`config.mk`:
```
export PLATFORM = sky130hd
export DESIGN_NAME = gc_global_controller
export DESIGN_NICKNAME = d
export VERILOG_FILES = /design/src/logic/gc_pkg.sv /design/src/logic/gc_queue_if.sv /design/src/logic/gc_bank_dispatch.sv /design/src/logic/gc_fifo.sv /design/src/logic/gc_global_controller.sv /design/src/logic/gc_read_return.sv /design/src/logic/gc_request_intake.sv /design/src/logic/gc_scheduler.sv
export SDC_FILE = /design/constraint.sdc
export NUM_CORES = 1
export LEC_CHECK = 0
export BUFFER_PORTS_ARGS = -buffer_cell sky130_fd_sc_hd__buf_2
export CAP_MARGIN = 20
export CORE_MARGIN = 1.5
export CORE_UTILIZATION = 48
export DETAILED_ROUTE_END_ITERATION = 10
export PLACE_DENSITY = 0.74
export RECOVER_POWER = 50
export SLEW_MARGIN = 5
export SYNTH_ARGS = -nofsm -noshare
export SYNTH_HDL_FRONTEND = slang
export SYNTH_SLANG_ARGS = --single-unit
```
`constraint.sdc`:
```
create_clock -name i_clk -period 10.6 [get_ports i_clk]
set_input_delay 0 -clock i_clk [delete_from_list [all_inputs] [get_ports i_clk]]
set_output_delay 0 -clock i_clk [all_outputs]
set_load 0.01 [all_outputs]
```
`src/logic/gc_pkg.sv`:
```
`default_nettype none

package gc_pkg;

    ////////////////////////////////////////////////////////////////////////////
    // address and data widths
    ////////////////////////////////////////////////////////////////////////////
    localparam int ROW_BITS  = 8;
    localparam int COL_BITS  = 6;
    localparam int BANK_BITS = 2;
    localparam int NUM_BANKS = 1 << BANK_BITS;
    localparam int WORD_BITS = 32;

    // default queue depths for the top level
    localparam int QUEUE_DEPTH_DEF = 8;
    localparam int SCHED_DEPTH_DEF = 2;
    localparam int ORDER_DEPTH_DEF = 8;

    ////////////////////////////////////////////////////////////////////////////
    // command types
    ////////////////////////////////////////////////////////////////////////////
    typedef enum logic
    {
        OP_READ  = 1'b0,
        OP_WRITE = 1'b1
    } op_e;

    typedef logic [BANK_BITS-1:0] bank_t;

    typedef struct packed
    {
        op_e                 op;
        bank_t               bank;
        logic [ROW_BITS-1:0] row;
        logic [COL_BITS-1:0] col;
    } gc_cmd_t;

    // write data rides with its command, zero for reads
    typedef struct packed
    {
        gc_cmd_t              cmd;
        logic [WORD_BITS-1:0] data;
    } gc_entry_t;

endpackage

`default_nettype wire

```
`src/logic/gc_queue_if.sv`:
```
`timescale 1ns/1ps
`default_nettype none

interface gc_queue_if;

    // read queue head
    logic              rd_valid;
    gc_pkg::gc_cmd_t   rd_cmd;
    logic              rd_pop;

    // write queue head, carries its data
    logic              wr_valid;
    gc_pkg::gc_entry_t wr_entry;
    logic              wr_pop;

    // write-flush state after a hazard
    logic              flush;

    modport intake
    (
        output rd_valid, rd_cmd, wr_valid, wr_entry, flush,
        input  rd_pop, wr_pop
    );

    modport sched
    (
        input  rd_valid, rd_cmd, wr_valid, wr_entry, flush,
        output rd_pop, wr_pop
    );

endinterface

`default_nettype wire

```
`src/logic/gc_bank_dispatch.sv`:
```
`timescale 1ns/1ps
`default_nettype none

module gc_bank_dispatch (
    input  wire logic                            i_head_valid,
    input  wire gc_pkg::gc_entry_t               i_head,
    input  wire logic                            i_order_full,
    input  wire logic [gc_pkg::NUM_BANKS-1:0]    i_bank_ready,
    output logic                                 o_pop,
    output logic                                 o_order_push,
    output gc_pkg::bank_t                        o_order_bank,
    output logic [gc_pkg::NUM_BANKS-1:0]         o_bank_cmd_valid,
    output gc_pkg::op_e                          o_bank_op,
    output logic [gc_pkg::ROW_BITS-1:0]          o_bank_row,
    output logic [gc_pkg::COL_BITS-1:0]          o_bank_col,
    output logic [gc_pkg::WORD_BITS-1:0]         o_bank_write_data
);

    logic can_issue;

    // a full order queue stalls every bank, writes included
    assign can_issue = i_head_valid && !i_order_full;

    always_comb
    begin
        for (int b = 0; b < gc_pkg::NUM_BANKS; b++)
        begin
            o_bank_cmd_valid[b] = can_issue && i_bank_ready[b]
                                  && (i_head.cmd.bank == gc_pkg::bank_t'(b));
        end
    end

    // valid already includes ready, so any valid is a transfer
    assign o_pop        = |o_bank_cmd_valid;
    assign o_order_push = o_pop && (i_head.cmd.op == gc_pkg::OP_READ);
    assign o_order_bank = i_head.cmd.bank;

    // shared command fields
    assign o_bank_op         = i_head.cmd.op;
    assign o_bank_row        = i_head.cmd.row;
    assign o_bank_col        = i_head.cmd.col;
    assign o_bank_write_data = i_head.data;

endmodule

`default_nettype wire

```
`src/logic/gc_fifo.sv`:
```
`timescale 1ns/1ps
`default_nettype none

module gc_fifo #(
    parameter type T     = logic,
    parameter int  DEPTH = 8
) (
    input  wire logic i_clk,
    input  wire logic i_rst_n,
    input  wire logic i_push,
    input  wire T     i_data,
    input  wire logic i_pop,
    output T          o_data,
    output logic      o_empty,
    output logic      o_full
);

    localparam int PTR_BITS = (DEPTH > 1) ? $clog2(DEPTH) : 1;
    localparam int CNT_BITS = $clog2(DEPTH + 1);

    T                    mem [DEPTH];
    logic [PTR_BITS-1:0] wr_ptr;
    logic [PTR_BITS-1:0] rd_ptr;
    logic [CNT_BITS-1:0] count;

    // head shown ahead of the pop
    assign o_data  = mem[rd_ptr];
    assign o_empty = (count == '0);
    assign o_full  = (count == CNT_BITS'(DEPTH));

    always_ff @(posedge i_clk)
    begin
        if (i_push)
        begin
            mem[wr_ptr] <= i_data;
        end
    end

    always_ff @(posedge i_clk or negedge i_rst_n)
    begin
        if (!i_rst_n)
        begin
            wr_ptr <= '0;
            rd_ptr <= '0;
            count  <= '0;
        end
        else
        begin
            if (i_push)
            begin
                wr_ptr <= (wr_ptr == PTR_BITS'(DEPTH - 1)) ? '0 : wr_ptr + 1'b1;
            end
            if (i_pop)
            begin
                rd_ptr <= (rd_ptr == PTR_BITS'(DEPTH - 1)) ? '0 : rd_ptr + 1'b1;
            end
            // count moves only when exactly one side is active
            if (i_push && !i_pop)
            begin
                count <= count + 1'b1;
            end
            else if (i_pop && !i_push)
            begin
                count <= count - 1'b1;
            end
        end
    end

endmodule

`default_nettype wire

```
`src/logic/gc_global_controller.sv`:
```
`timescale 1ns/1ps
`default_nettype none

module gc_global_controller #(
    parameter int QUEUE_DEPTH = gc_pkg::QUEUE_DEPTH_DEF,
    parameter int SCHED_DEPTH = gc_pkg::SCHED_DEPTH_DEF,
    parameter int ORDER_DEPTH = gc_pkg::ORDER_DEPTH_DEF
) (
    input  wire logic                                            i_clk,
    input  wire logic                                            i_rst_n,
    // request channel
    input  wire logic                                            i_cmd_valid,
    input  wire gc_pkg::op_e                                     i_cmd_op,
    input  wire gc_pkg::bank_t                                   i_cmd_bank,
    input  wire logic [gc_pkg::ROW_BITS-1:0]                     i_cmd_row,
    input  wire logic [gc_pkg::COL_BITS-1:0]                     i_cmd_col,
    input  wire logic [gc_pkg::WORD_BITS-1:0]                    i_write_data,
    output logic                                                 o_ready,
    // bank command channel
    input  wire logic [gc_pkg::NUM_BANKS-1:0]                    i_bank_ready,
    output logic [gc_pkg::NUM_BANKS-1:0]                         o_bank_cmd_valid,
    output gc_pkg::op_e                                          o_bank_op,
    output logic [gc_pkg::ROW_BITS-1:0]                          o_bank_row,
    output logic [gc_pkg::COL_BITS-1:0]                          o_bank_col,
    output logic [gc_pkg::WORD_BITS-1:0]                         o_bank_write_data,
    // bank return and read data
    output logic [gc_pkg::NUM_BANKS-1:0]                         o_bank_ren,
    input  wire logic [gc_pkg::NUM_BANKS-1:0]                    i_bank_rdata_valid,
    input  wire logic [gc_pkg::NUM_BANKS-1:0][gc_pkg::WORD_BITS-1:0] i_bank_rdata,
    output logic                                                 o_read_data_valid,
    output logic [gc_pkg::WORD_BITS-1:0]                         o_read_data
);

    gc_pkg::gc_cmd_t   cmd;
    logic              head_valid;
    gc_pkg::gc_entry_t head;
    logic              head_pop;
    logic              order_push;
    gc_pkg::bank_t     order_bank;
    logic              order_full;

    assign cmd.op   = i_cmd_op;
    assign cmd.bank = i_cmd_bank;
    assign cmd.row  = i_cmd_row;
    assign cmd.col  = i_cmd_col;

    gc_queue_if q_if ();

    gc_request_intake #(.QUEUE_DEPTH(QUEUE_DEPTH)) gc_request_intake_i (
        .i_clk        (i_clk),
        .i_rst_n      (i_rst_n),
        .i_cmd_valid  (i_cmd_valid),
        .i_cmd        (cmd),
        .i_write_data (i_write_data),
        .o_ready      (o_ready),
        .q            (q_if.intake)
    );

    gc_scheduler #(.SCHED_DEPTH(SCHED_DEPTH)) gc_scheduler_i (
        .i_clk        (i_clk),
        .i_rst_n      (i_rst_n),
        .i_pop        (head_pop),
        .q            (q_if.sched),
        .o_head_valid (head_valid),
        .o_head       (head)
    );

    gc_bank_dispatch gc_bank_dispatch_i (
        .i_head_valid      (head_valid),
        .i_head            (head),
        .i_order_full      (order_full),
        .i_bank_ready      (i_bank_ready),
        .o_pop             (head_pop),
        .o_order_push      (order_push),
        .o_order_bank      (order_bank),
        .o_bank_cmd_valid  (o_bank_cmd_valid),
        .o_bank_op         (o_bank_op),
        .o_bank_row        (o_bank_row),
        .o_bank_col        (o_bank_col),
        .o_bank_write_data (o_bank_write_data)
    );

    gc_read_return #(.ORDER_DEPTH(ORDER_DEPTH)) gc_read_return_i (
        .i_clk              (i_clk),
        .i_rst_n            (i_rst_n),
        .i_order_push       (order_push),
        .i_order_bank       (order_bank),
        .i_bank_rdata_valid (i_bank_rdata_valid),
        .i_bank_rdata       (i_bank_rdata),
        .o_order_full       (order_full),
        .o_bank_ren         (o_bank_ren),
        .o_read_data_valid  (o_read_data_valid),
        .o_read_data        (o_read_data)
    );

endmodule

`default_nettype wire

```
`src/logic/gc_read_return.sv`:
```
`timescale 1ns/1ps
`default_nettype none

module gc_read_return #(
    parameter int ORDER_DEPTH = 8
) (
    input  wire logic                                            i_clk,
    input  wire logic                                            i_rst_n,
    input  wire logic                                            i_order_push,
    input  wire gc_pkg::bank_t                                   i_order_bank,
    input  wire logic [gc_pkg::NUM_BANKS-1:0]                    i_bank_rdata_valid,
    input  wire logic [gc_pkg::NUM_BANKS-1:0][gc_pkg::WORD_BITS-1:0] i_bank_rdata,
    output logic                                                 o_order_full,
    output logic [gc_pkg::NUM_BANKS-1:0]                         o_bank_ren,
    output logic                                                 o_read_data_valid,
    output logic [gc_pkg::WORD_BITS-1:0]                         o_read_data
);

    gc_pkg::bank_t head_bank;
    logic          order_empty;
    logic          take;

    // banks in the order their reads were dispatched
    gc_fifo #(
        .T     (gc_pkg::bank_t),
        .DEPTH (ORDER_DEPTH)
    ) order_fifo_i (
        .i_clk   (i_clk),
        .i_rst_n (i_rst_n),
        .i_push  (i_order_push),
        .i_data  (i_order_bank),
        .i_pop   (take),
        .o_data  (head_bank),
        .o_empty (order_empty),
        .o_full  (o_order_full)
    );

    // only the oldest outstanding bank may return
    always_comb
    begin
        for (int b = 0; b < gc_pkg::NUM_BANKS; b++)
        begin
            o_bank_ren[b] = !order_empty && (head_bank == gc_pkg::bank_t'(b));
        end
    end

    assign take = |(o_bank_ren & i_bank_rdata_valid);

    ////////////////////////////////////////////////////////////////////////////
    // read data register, one cycle after the bank transfer
    ////////////////////////////////////////////////////////////////////////////
    always_ff @(posedge i_clk or negedge i_rst_n)
    begin
        if (!i_rst_n)
        begin
            o_read_data_valid <= 1'b0;
            o_read_data       <= '0;
        end
        else
        begin
            o_read_data_valid <= take;
            if (take)
            begin
                o_read_data <= i_bank_rdata[head_bank];
            end
        end
    end

endmodule

`default_nettype wire

```
`src/logic/gc_request_intake.sv`:
```
`timescale 1ns/1ps
`default_nettype none

module gc_request_intake #(
    parameter int QUEUE_DEPTH = 8
) (
    input  wire logic                           i_clk,
    input  wire logic                           i_rst_n,
    input  wire logic                           i_cmd_valid,
    input  wire gc_pkg::gc_cmd_t                i_cmd,
    input  wire logic [gc_pkg::WORD_BITS-1:0]   i_write_data,
    output logic                                o_ready,
    gc_queue_if.intake                          q
);

    localparam int PTR_BITS = (QUEUE_DEPTH > 1) ? $clog2(QUEUE_DEPTH) : 1;

    logic              accept;
    logic              rd_push;
    logic              wr_push;
    logic              rd_empty;
    logic              rd_full;
    gc_pkg::gc_cmd_t   rd_head;

    gc_pkg::gc_entry_t      wq_mem [QUEUE_DEPTH];
    logic [QUEUE_DEPTH-1:0] wq_valid;
    logic [PTR_BITS-1:0]    wq_wr_ptr;
    logic [PTR_BITS-1:0]    wq_rd_ptr;
    logic                   wq_full;
    logic                   wq_empty;
    logic                   raw_hit;
    logic                   flush;

    assign o_ready = !rd_full && !wq_full && !flush;
    assign accept  = i_cmd_valid && o_ready;
    assign rd_push = accept && (i_cmd.op == gc_pkg::OP_READ);
    assign wr_push = accept && (i_cmd.op == gc_pkg::OP_WRITE);

    ////////////////////////////////////////////////////////////////////////////
    // read queue
    ////////////////////////////////////////////////////////////////////////////
    gc_fifo #(
        .T     (gc_pkg::gc_cmd_t),
        .DEPTH (QUEUE_DEPTH)
    ) rd_fifo_i (
        .i_clk   (i_clk),
        .i_rst_n (i_rst_n),
        .i_push  (rd_push),
        .i_data  (i_cmd),
        .i_pop   (q.rd_pop),
        .o_data  (rd_head),
        .o_empty (rd_empty),
        .o_full  (rd_full)
    );

    assign q.rd_valid = !rd_empty;
    assign q.rd_cmd   = rd_head;

    ////////////////////////////////////////////////////////////////////////////
    // write queue, every slot visible for the hazard compare
    ////////////////////////////////////////////////////////////////////////////
    // slots stay contiguous, so the pointer slots tell full and empty
    assign wq_full  = wq_valid[wq_wr_ptr];
    assign wq_empty = !wq_valid[wq_rd_ptr];

    assign q.wr_valid = !wq_empty;
    assign q.wr_entry = wq_mem[wq_rd_ptr];

    always_ff @(posedge i_clk)
    begin
        if (wr_push)
        begin
            wq_mem[wq_wr_ptr].cmd  <= i_cmd;
            wq_mem[wq_wr_ptr].data <= i_write_data;
        end
    end

    always_ff @(posedge i_clk or negedge i_rst_n)
    begin
        if (!i_rst_n)
        begin
            wq_valid  <= '0;
            wq_wr_ptr <= '0;
            wq_rd_ptr <= '0;
        end
        else
        begin
            if (wr_push)
            begin
                wq_valid[wq_wr_ptr] <= 1'b1;
                wq_wr_ptr <= (wq_wr_ptr == PTR_BITS'(QUEUE_DEPTH - 1)) ? '0 : wq_wr_ptr + 1'b1;
            end
            if (q.wr_pop)
            begin
                wq_valid[wq_rd_ptr] <= 1'b0;
                wq_rd_ptr <= (wq_rd_ptr == PTR_BITS'(QUEUE_DEPTH - 1)) ? '0 : wq_rd_ptr + 1'b1;
            end
        end
    end

    // read-after-write check on bank, row and col
    always_comb
    begin
        raw_hit = 1'b0;
        for (int i = 0; i < QUEUE_DEPTH; i++)
        begin
            if (wq_valid[i] && wq_mem[i].cmd.bank == i_cmd.bank
                && wq_mem[i].cmd.row == i_cmd.row && wq_mem[i].cmd.col == i_cmd.col)
            begin
                raw_hit = 1'b1;
            end
        end
    end

    // flush holds until the write queue drains
    always_ff @(posedge i_clk or negedge i_rst_n)
    begin
        if (!i_rst_n)
        begin
            flush <= 1'b0;
        end
        else if (rd_push && raw_hit)
        begin
            flush <= 1'b1;
        end
        else if (wq_empty)
        begin
            flush <= 1'b0;
        end
    end

    assign q.flush = flush;

endmodule

`default_nettype wire

```
`src/logic/gc_scheduler.sv`:
```
`timescale 1ns/1ps
`default_nettype none

module gc_scheduler #(
    parameter int SCHED_DEPTH = 2
) (
    input  wire logic          i_clk,
    input  wire logic          i_rst_n,
    input  wire logic          i_pop,
    gc_queue_if.sched          q,
    output logic               o_head_valid,
    output gc_pkg::gc_entry_t  o_head
);

    logic              sched_full;
    logic              sched_empty;
    logic              take_rd;
    logic              take_wr;
    gc_pkg::gc_entry_t cand;

    // pending writes win during a flush, otherwise reads go first
    assign take_wr = !sched_full && q.wr_valid && (q.flush || !q.rd_valid);
    assign take_rd = !sched_full && q.rd_valid && !(q.flush && q.wr_valid);

    assign q.wr_pop = take_wr;
    assign q.rd_pop = take_rd;

    always_comb
    begin
        if (take_wr)
        begin
            cand = q.wr_entry;
        end
        else
        begin
            cand.cmd  = q.rd_cmd;
            cand.data = '0;
        end
    end

    gc_fifo #(
        .T     (gc_pkg::gc_entry_t),
        .DEPTH (SCHED_DEPTH)
    ) sched_fifo_i (
        .i_clk   (i_clk),
        .i_rst_n (i_rst_n),
        .i_push  (take_rd || take_wr),
        .i_data  (cand),
        .i_pop   (i_pop),
        .o_data  (o_head),
        .o_empty (sched_empty),
        .o_full  (sched_full)
    );

    assign o_head_valid = !sched_empty;

endmodule

`default_nettype wire

```
=== After elaboration in Yosys (flattened, before gate mapping) ===
Memories as Yosys holds them, arrays and structs flattened.
Cells that the tools add are included.

* Add/subtract/negate cells: 14
* $mul: 0
* Divide/modulo/power cells: 0
* $lt $le $gt $ge: 5
* Equality and inequality tests: 40
* Shift-type cells: 0
* Muxes and demuxes: 45
* Bitwise operators: 6
* Reduce and logical (&&, ||, !) cells: 84

{| class="wikitable"
|+ Operators with widths
! cell !! number
|-
| $bmux W32 S2 || 1
|-
| $eq A8 B8 Y1 || 8
|-
| $logic_and A1 B1 Y1 || 57
|-
| $mux W49 || 1
|-
| $eq A6 B6 Y1 || 8
|-
| $mux W32 || 1
|-
| $mux W1 || 24
|-
| $add A3 B1 Y3 const B || 6
|-
| $eq A3 B3 Y1 const B || 6
|-
| $mux W3 || 6
|-
| $eq A2 B2 Y1 || 8
|-
| $mux W4 || 4
|-
| $mux W8 || 2
|-
| $logic_not A1 Y1 || 15
|-
| $eq A2 B2 Y1 const B || 5
|-
| $add A4 B1 Y4 const B || 2
|-
| $and A8 B8 Y8 || 1
|-
| $eq A4 B4 Y1 const B || 2
|-
| $logic_not A4 Y1 || 2
|-
| $lt A3 B4 Y1 const B || 2
|-
| $not A8 Y8 || 1
|-
| $or A8 B8 Y8 || 1
|-
| $reduce_or A4 Y1 || 2
|-
| $sub A4 B1 Y4 const B || 2
|-
| 15 further kinds || 27
|}

* Register bits: 72
* Bits in latches: 0
* RAM bits: 642
* Bits in read-only memories: 0
* Output and inout port bits: 89
* Word-level logic and storage cells: 213
* Memories: 4

{| class="wikitable"
|+ Memories
! name !! depth !! bits a word !! read ports !! clocked after memory_dff !! write ports !! line !! text
|-
| gc_request_intake_i.wq_mem || 8 || 49 || 9 || 0 || 1 || gc_request_intake.sv:25 || <nowiki>gc_pkg::gc_entry_t wq_mem [QUEUE_DEPTH];</nowiki>
|-
| gc_request_intake_i.rd_fifo_i.mem || 8 || 17 || 1 || 0 || 1 || gc_fifo.sv:21 || <nowiki>T mem [DEPTH];</nowiki>
|-
| gc_scheduler_i.sched_fifo_i.mem || 2 || 49 || 1 || 0 || 1 || gc_fifo.sv:21 ||
|-
| gc_read_return_i.order_fifo_i.mem || 8 || 2 || 1 || 0 || 1 || gc_fifo.sv:21 ||
|}

=== Longest topological paths before layout ===
An unclocked memory read counts as a cell.

* Depth in word-level cells: 15
* Mapped depth: 15
* Mapped depth without buffers: 14

=== Modules after synthesis ===
Synthesis repeated with hierarchy kept, for this count alone.

* Cell total of the unflattened synthesis: 1704
* Area total of the unflattened synthesis: 31241.2 µm²

{| class="wikitable"
|+ By module, submodules not included
! module !! times used !! cells an instance !! area an instance (µm²)
|-
| gc_request_intake || 1 || 946 || 17061.4
|-
| gc_fifo at gc_request_intake_i.rd_fifo_i || 1 || 261 || 5879.4
|-
| gc_fifo at gc_scheduler_i.sched_fifo_i || 1 || 169 || 3976.3
|-
| gc_read_return || 1 || 118 || 2072.0
|-
| gc_fifo at gc_read_return_i.order_fifo_i || 1 || 89 || 1263.7
|-
| gc_scheduler || 1 || 61 || 533.0
|-
| gc_bank_dispatch || 1 || 60 || 455.4
|}

=== Worst setup path after synthesis ===
No wires, ideal clock.

* Path kind: reg2reg
* Start point: reg gc_request_intake_i.wq_wr_ptr[0]
* End point: reg gc_request_intake_i.wq_valid[3]
* Arrival: 7574 ps
* Data required time: 10516 ps
* Slack: 2942 ps
* Stages on the path, launching flop included: 9
* Buffers on the path: 2
* Path through: dfrtp_1 -> clkbuf_1 -> mux2i_1 -> o2bb2ai_1 -> a211oi_1 -> nand3_1 -> clkbuf_1 -> nor4b_1 -> o32a_1

* Word-level cells in the longest chain between the ends: 10
* Elaborated cells between the ends (all ways): 16
* Those cells by class: 2 x order compare; 6 x mux; 2 x bitwise; 6 x reduce/logical

{| class="wikitable"
|+ RTL lines
! item !! line !! text
|-
| start, declared || gc_request_intake.sv:27 || <nowiki>logic [PTR_BITS-1:0] wq_wr_ptr;</nowiki>
|-
| start signal, assigned || gc_request_intake.sv:91 || <nowiki>wq_wr_ptr <= (wq_wr_ptr == PTR_BITS'(QUEUE_DEPTH - 1)) ? '0 : wq_wr_ptr + 1'b1;</nowiki>
|-
| $bmux W1 S3 * || gc_request_intake.sv:63 || <nowiki>assign wq_full = wq_valid[wq_wr_ptr];</nowiki>
|-
| $mux W1 (not written as such) * || gc_request_intake.sv:63 ||
|-
| $logic_not A1 Y1 * || gc_request_intake.sv:34 || <nowiki>assign o_ready = !rd_full && !wq_full && !flush;</nowiki>
|-
| $logic_and A1 B1 Y1 * (2 in series) || gc_request_intake.sv:34 ||
|-
| via o_ready || gc_global_controller.sv:18 || <nowiki>output logic o_ready,</nowiki>
|-
| $logic_and A1 B1 Y1 * || gc_request_intake.sv:35 || <nowiki>assign accept = i_cmd_valid && o_ready;</nowiki>
|-
| $logic_and A1 B1 Y1 * || gc_request_intake.sv:37 || <nowiki>assign wr_push = accept && (i_cmd.op == gc_pkg::OP_WRITE);</nowiki>
|-
| $mux W8 * || gc_request_intake.sv:88 || <nowiki>if (wr_push)</nowiki>
|-
| $and A8 B8 Y8 (no line) || n/a ||
|-
| $mux W8 * || gc_request_intake.sv:93 || <nowiki>if (q.wr_pop)</nowiki>
|-
| end signal, assigned || gc_request_intake.sv:82 || <nowiki>wq_valid <= '0;</nowiki>
|-
| end signal, assigned by index || gc_request_intake.sv:90 || <nowiki>wq_valid[wq_wr_ptr] <= 1'b1;</nowiki>
|-
| end signal, assigned by index || gc_request_intake.sv:95 || <nowiki>wq_valid[wq_rd_ptr] <= 1'b0;</nowiki>
|-
| end, declared || gc_request_intake.sv:26 || <nowiki>logic [QUEUE_DEPTH-1:0] wq_valid;</nowiki>
|}

The timed path passes the listed nets; every way through them passes the cells marked *. The select of a mux whose other input is x is not followed.
A chain may end at the register's enable or synchronous reset.

==> summary.md <==
| Metric | Value |
|---|---|
| Status | `complete, but fails checks` |
| Failing checks | `capacitance limit, slew limit` |
| CTS tree | `done` |
| Area of the mapped netlist | `30500 sq um` |
| Placement Setup Slack | `around 6400 ps` |
| CP Launch Point | `gc_request_intake_i.wq_rd_ptr[1]` |
| WHS | `49.1 ps` |
| Clock-pin slew on the worst setup and hold paths | `roughly 70 ps` |
| Post-CTS Setup Inserts | `0` |
| HPWL after DPL | `43200 um` |
| Worst setup EP type | `flop` |
| Starting Density | `0.484` |
| Die extent in y | `255 um` |
| DIE AREA | `between 60000 and 70000 sq um` |
| R2r startpoint | `gc_request_intake_i.wq_rd_ptr[1]` |
| Slew Limit Headroom | `-1.66` |
| Vias in the first global route | `17500` |
| Seq/Total Area, Yosys | `0.691` |
| Initial antenna violation count | `3` |
| Simple-gate share of the synthesized area | `0.0404` |
| Multiplexer share of the synthesized area | `0.177` |
| Die span in x | `255 um` |
| Post-Synthesis Cells | `roughly 1700` |
| Async SR Flop Fraction | `0.101` |
| Longest Clk Path Bufs | `3` |
| Xor/xnor share of the synthesized area | `0.0405` |
| IO buf count | `276` |
| Vias post-DR | `about 17000` |
| DRC | `0` |
| Root Buffer | `clkbuf_16` |
| Post-route cell area | `around 36000 sq um` |
| 1st-iter DRT viols | `1448` |
| Crit path DAT | `~6800 ps` |
| Setup Total Neg Slack | `0 ps` |
| First-pass GRT wire length | `105000 um` |
| Crit path kind | `reg -> reg` |
| Fraction of layout cells with a size suffix above 1 | `0.241` |
| Hold Crit Start | `i_bank_rdata[89]` |
| Hold Path Class | `in -> reg` |
| Post-synthesis adder-cell area fraction | `0.00911` |
| Max IR drop VDD | `between 150 and 200 uV` |
| WL per Instance | `23.5 um` |
| Mean Syn Cell Area | `~18 sq um` |
| Flop-to-flop setup slack | `between 4000 and 5000 ps` |
| Io pins | `277` |
| Placed cell area | `roughly 33000 sq um` |
| Total grt overflow | `0` |
| DRT Wirelength | `a little over 70000 um` |
| Largest family of logic cells by synthesized area | `multiplexers` |
| Synth warn | `0` |
| Mapped Nets | `around 1900` |
| Largest net degree at the start of global routing | `between 70 and 80` |
| Synth-to-Final Area Change | `18.6%` |
| Core Area | `63000 sq um` |
| Min cycle time layout | `roughly 6300 ps` |
| Required time worst endpoint | `roughly 11000 ps` |
| Placer Congestion | `0.834` |
| Synth Register Bits | `just over 700` |
| Setup violators final | `0` |
| Layout Nets | `between 2000 and 2500` |
| Max Cap Viol | `5` |
| Synth cell types | `45` |
| Total clock buffers created by CTS | `70` |
| Kind of start point of the critical path | `flop` |
| Drt pass-1 iters | `5` |
| ANT nets after route | `0` |
| Final Max Tran Viols | `234` |
| Clock Latency Late Sink | `620 ps` |
| PnR worst setup slack | `~4300 ps` |
| Fin. Hold Viols | `0` |
| Skew final | `16.2 ps` |
| Post-synth EDFFs | `between 600 and 700` |
| Total Routing Usage GR | `0.218` |
| Unrepaired setup endpoints after global routing | `false` |
| CP max FO | `37` |
| Pwr Density | `around 270 nW/um^2` |
| Via density | `between 5 and 6` |
| Compound-gate portion of the synthesized area | `0.0156` |
| FP Rows | `between 90 and 100` |
| CTS sink cnt | `714` |
| Final worst path period share | `0.598` |
| LEAKAGE | `~13 nW` |
| Max Fclk | `around 160 MHz` |
| Post-synth top flop | `edfxtp_1` |
| Util after Layout | `0.575` |
| CTS H-tree lvls | `3` |
| Worst Tran Pin Value | `about 4000 ps` |
[path summary, 6_finish.rpt]
path,endpoint,depth (start not counted)
worst max-delay path,gc_scheduler_i.sched_fifo_i.mem[0][47],7
max in group asynchronous,gc_request_intake_i.wq_rd_ptr[2],2
worst min-delay path,gc_read_return_i.o_read_data[25],5
worst min register to register,gc_read_return_i.o_read_data[7],1
worst max register to register,gc_scheduler_i.sched_fifo_i.mem[0][47],7
min in group asynchronous,gc_read_return_i.o_read_data[1],2
[stage by stage]
| stage | total power, mW | cells |
|---|---|---|
| floorplan | 6.33 | 1727 |
| global placement | 6.99 | 2741 |
| detailed placement | 7.09 | 2741 |
| CTS | 9.83 | 3017 |
| global route | 10.2 | 3021 |
| finish | 9.73 | 3021 |
[cell type report]
cell class | instances | area [sq um]
well taps | 846 | 1060
repair buffers | 458 | 2990
diodes | 3 | 7.51
clock buffers | 82 | 1830
inverters | 14 | 52.6
multi-input cells | 857 | 8700
flip-flops and latches | 714 | 21100
clock inverters | 47 | 452
fillers | 4635 | 26800
[timing repair]
item / CTS / global route
resized for setup: 0 / 0
hold buffers: 147 / 0
hold endpoints to repair: 633 / 0
[worst max-delay path, cell delays in order (launching register included)]
cell and delay [ps]:
dfrtp_1 1110, mux4_2 620, mux2_1 330, nand3_1 590
clkbuf_1 1750, inv_1 1060, and3_1 420, a21oi_1 230
[cell usage in the layout, fill, tap and decap left out, types with 9 or more instances in the layout]
cell	instances
nor3_1	17
mux2i_1	90
clkbuf_16	71
mux2_1	55
buf_2	166
xor2_1	125
o21ai_0	9
ha_1	19
nand2b_1	11
dfrtp_1	68
xnor2_1	16
clkbuf_1	122
inv_1	13
a21oi_1	52
nand2_1	72
clkinv_1	19
edfxtp_1	642
mux2_2	66
nor2_1	89
buf_4	32
dlygate4sd3_1	147
mux4_2	139
and3_1	18
nor4_1	24
[cells in the mapped netlist (16+ instances only)]
cell,instances,area share
edfxtp_1,642,0.63
mux4_2,139,0.10
xor2_1,125,0.036
mux2_2,93,0.034
mux2i_1,90,0.030
nor2_1,89,0.011
dfrtp_1,72,0.059
nand2_1,72,0.0089
clkbuf_1,63,0.0078
a21oi_1,52,0.0085
buf_4,47,0.012
mux2_1,28,0.010
nor4_1,26,0.0053
buf_1,22,0.0027
nor3_1,21,0.0034
ha_1,19,0.0078
and3_1,18,0.0037
xnor2_1,16,0.0046
[sequential cells by signal, indices dropped and copies added, names as in the netlist, 3 cells and up]
| signal | flops |
|---|---|
| gc_request_intake_i.wq_rd_ptr | 3 |
| gc_request_intake_i.rd_fifo_i.rd_ptr | 3 |
| gc_request_intake_i.wq_wr_ptr | 3 |
| gc_read_return_i.order_fifo_i.rd_ptr | 3 |
| gc_read_return_i.order_fifo_i.count | 4 |
| gc_request_intake_i.wq_mem | 392 |
| gc_request_intake_i.rd_fifo_i.mem | 136 |
| gc_request_intake_i.rd_fifo_i.count | 4 |
| gc_request_intake_i.rd_fifo_i.wr_ptr | 3 |
| gc_read_return_i.o_read_data | 32 |
| gc_scheduler_i.sched_fifo_i.mem | 98 |
| gc_read_return_i.order_fifo_i.wr_ptr | 3 |
| gc_request_intake_i.wq_valid | 8 |
| gc_read_return_i.order_fifo_i.mem | 16 |
[power breakdown]
part | leakage (nW) | switching (mW) | internal (mW)
Combinational | 4.77 | 1.70 | 1.59
Sequential | 6.71 | 0.312 | 3.68
Clock | 1.10 | 1.05 | 1.40
[routing by layer]
| layer | part of all wire | vias to the layer above | wire length [um] | GRT usage |
|---|---|---|---|---|
| met5 | 0 | - | 0 | 0 |
| met1 | 0.38 | 8565 | 27200 | 0.272 |
| li1 | - | 7445 | - | - |
| met3 | 0.075 | 118 | 5350 | 0.0376 |
| met4 | 0.037 | 0 | 2630 | 0.0954 |
| met2 | 0.50 | 702 | 35800 | 0.376 |
[logic make-up (layout without fill, tap and decap cells)]
logic type	Yosys count	count (layout)
adders and majority gates	21	21
buffers and inverters	156	601
DFF	714	714
muxes	351	351
xor gates and xnor gates	141	141
and+or+nand+nor	262	262
AOI/OAI and AO/OA	82	82
other	0	3
Power figures use the tool's default switching activity.
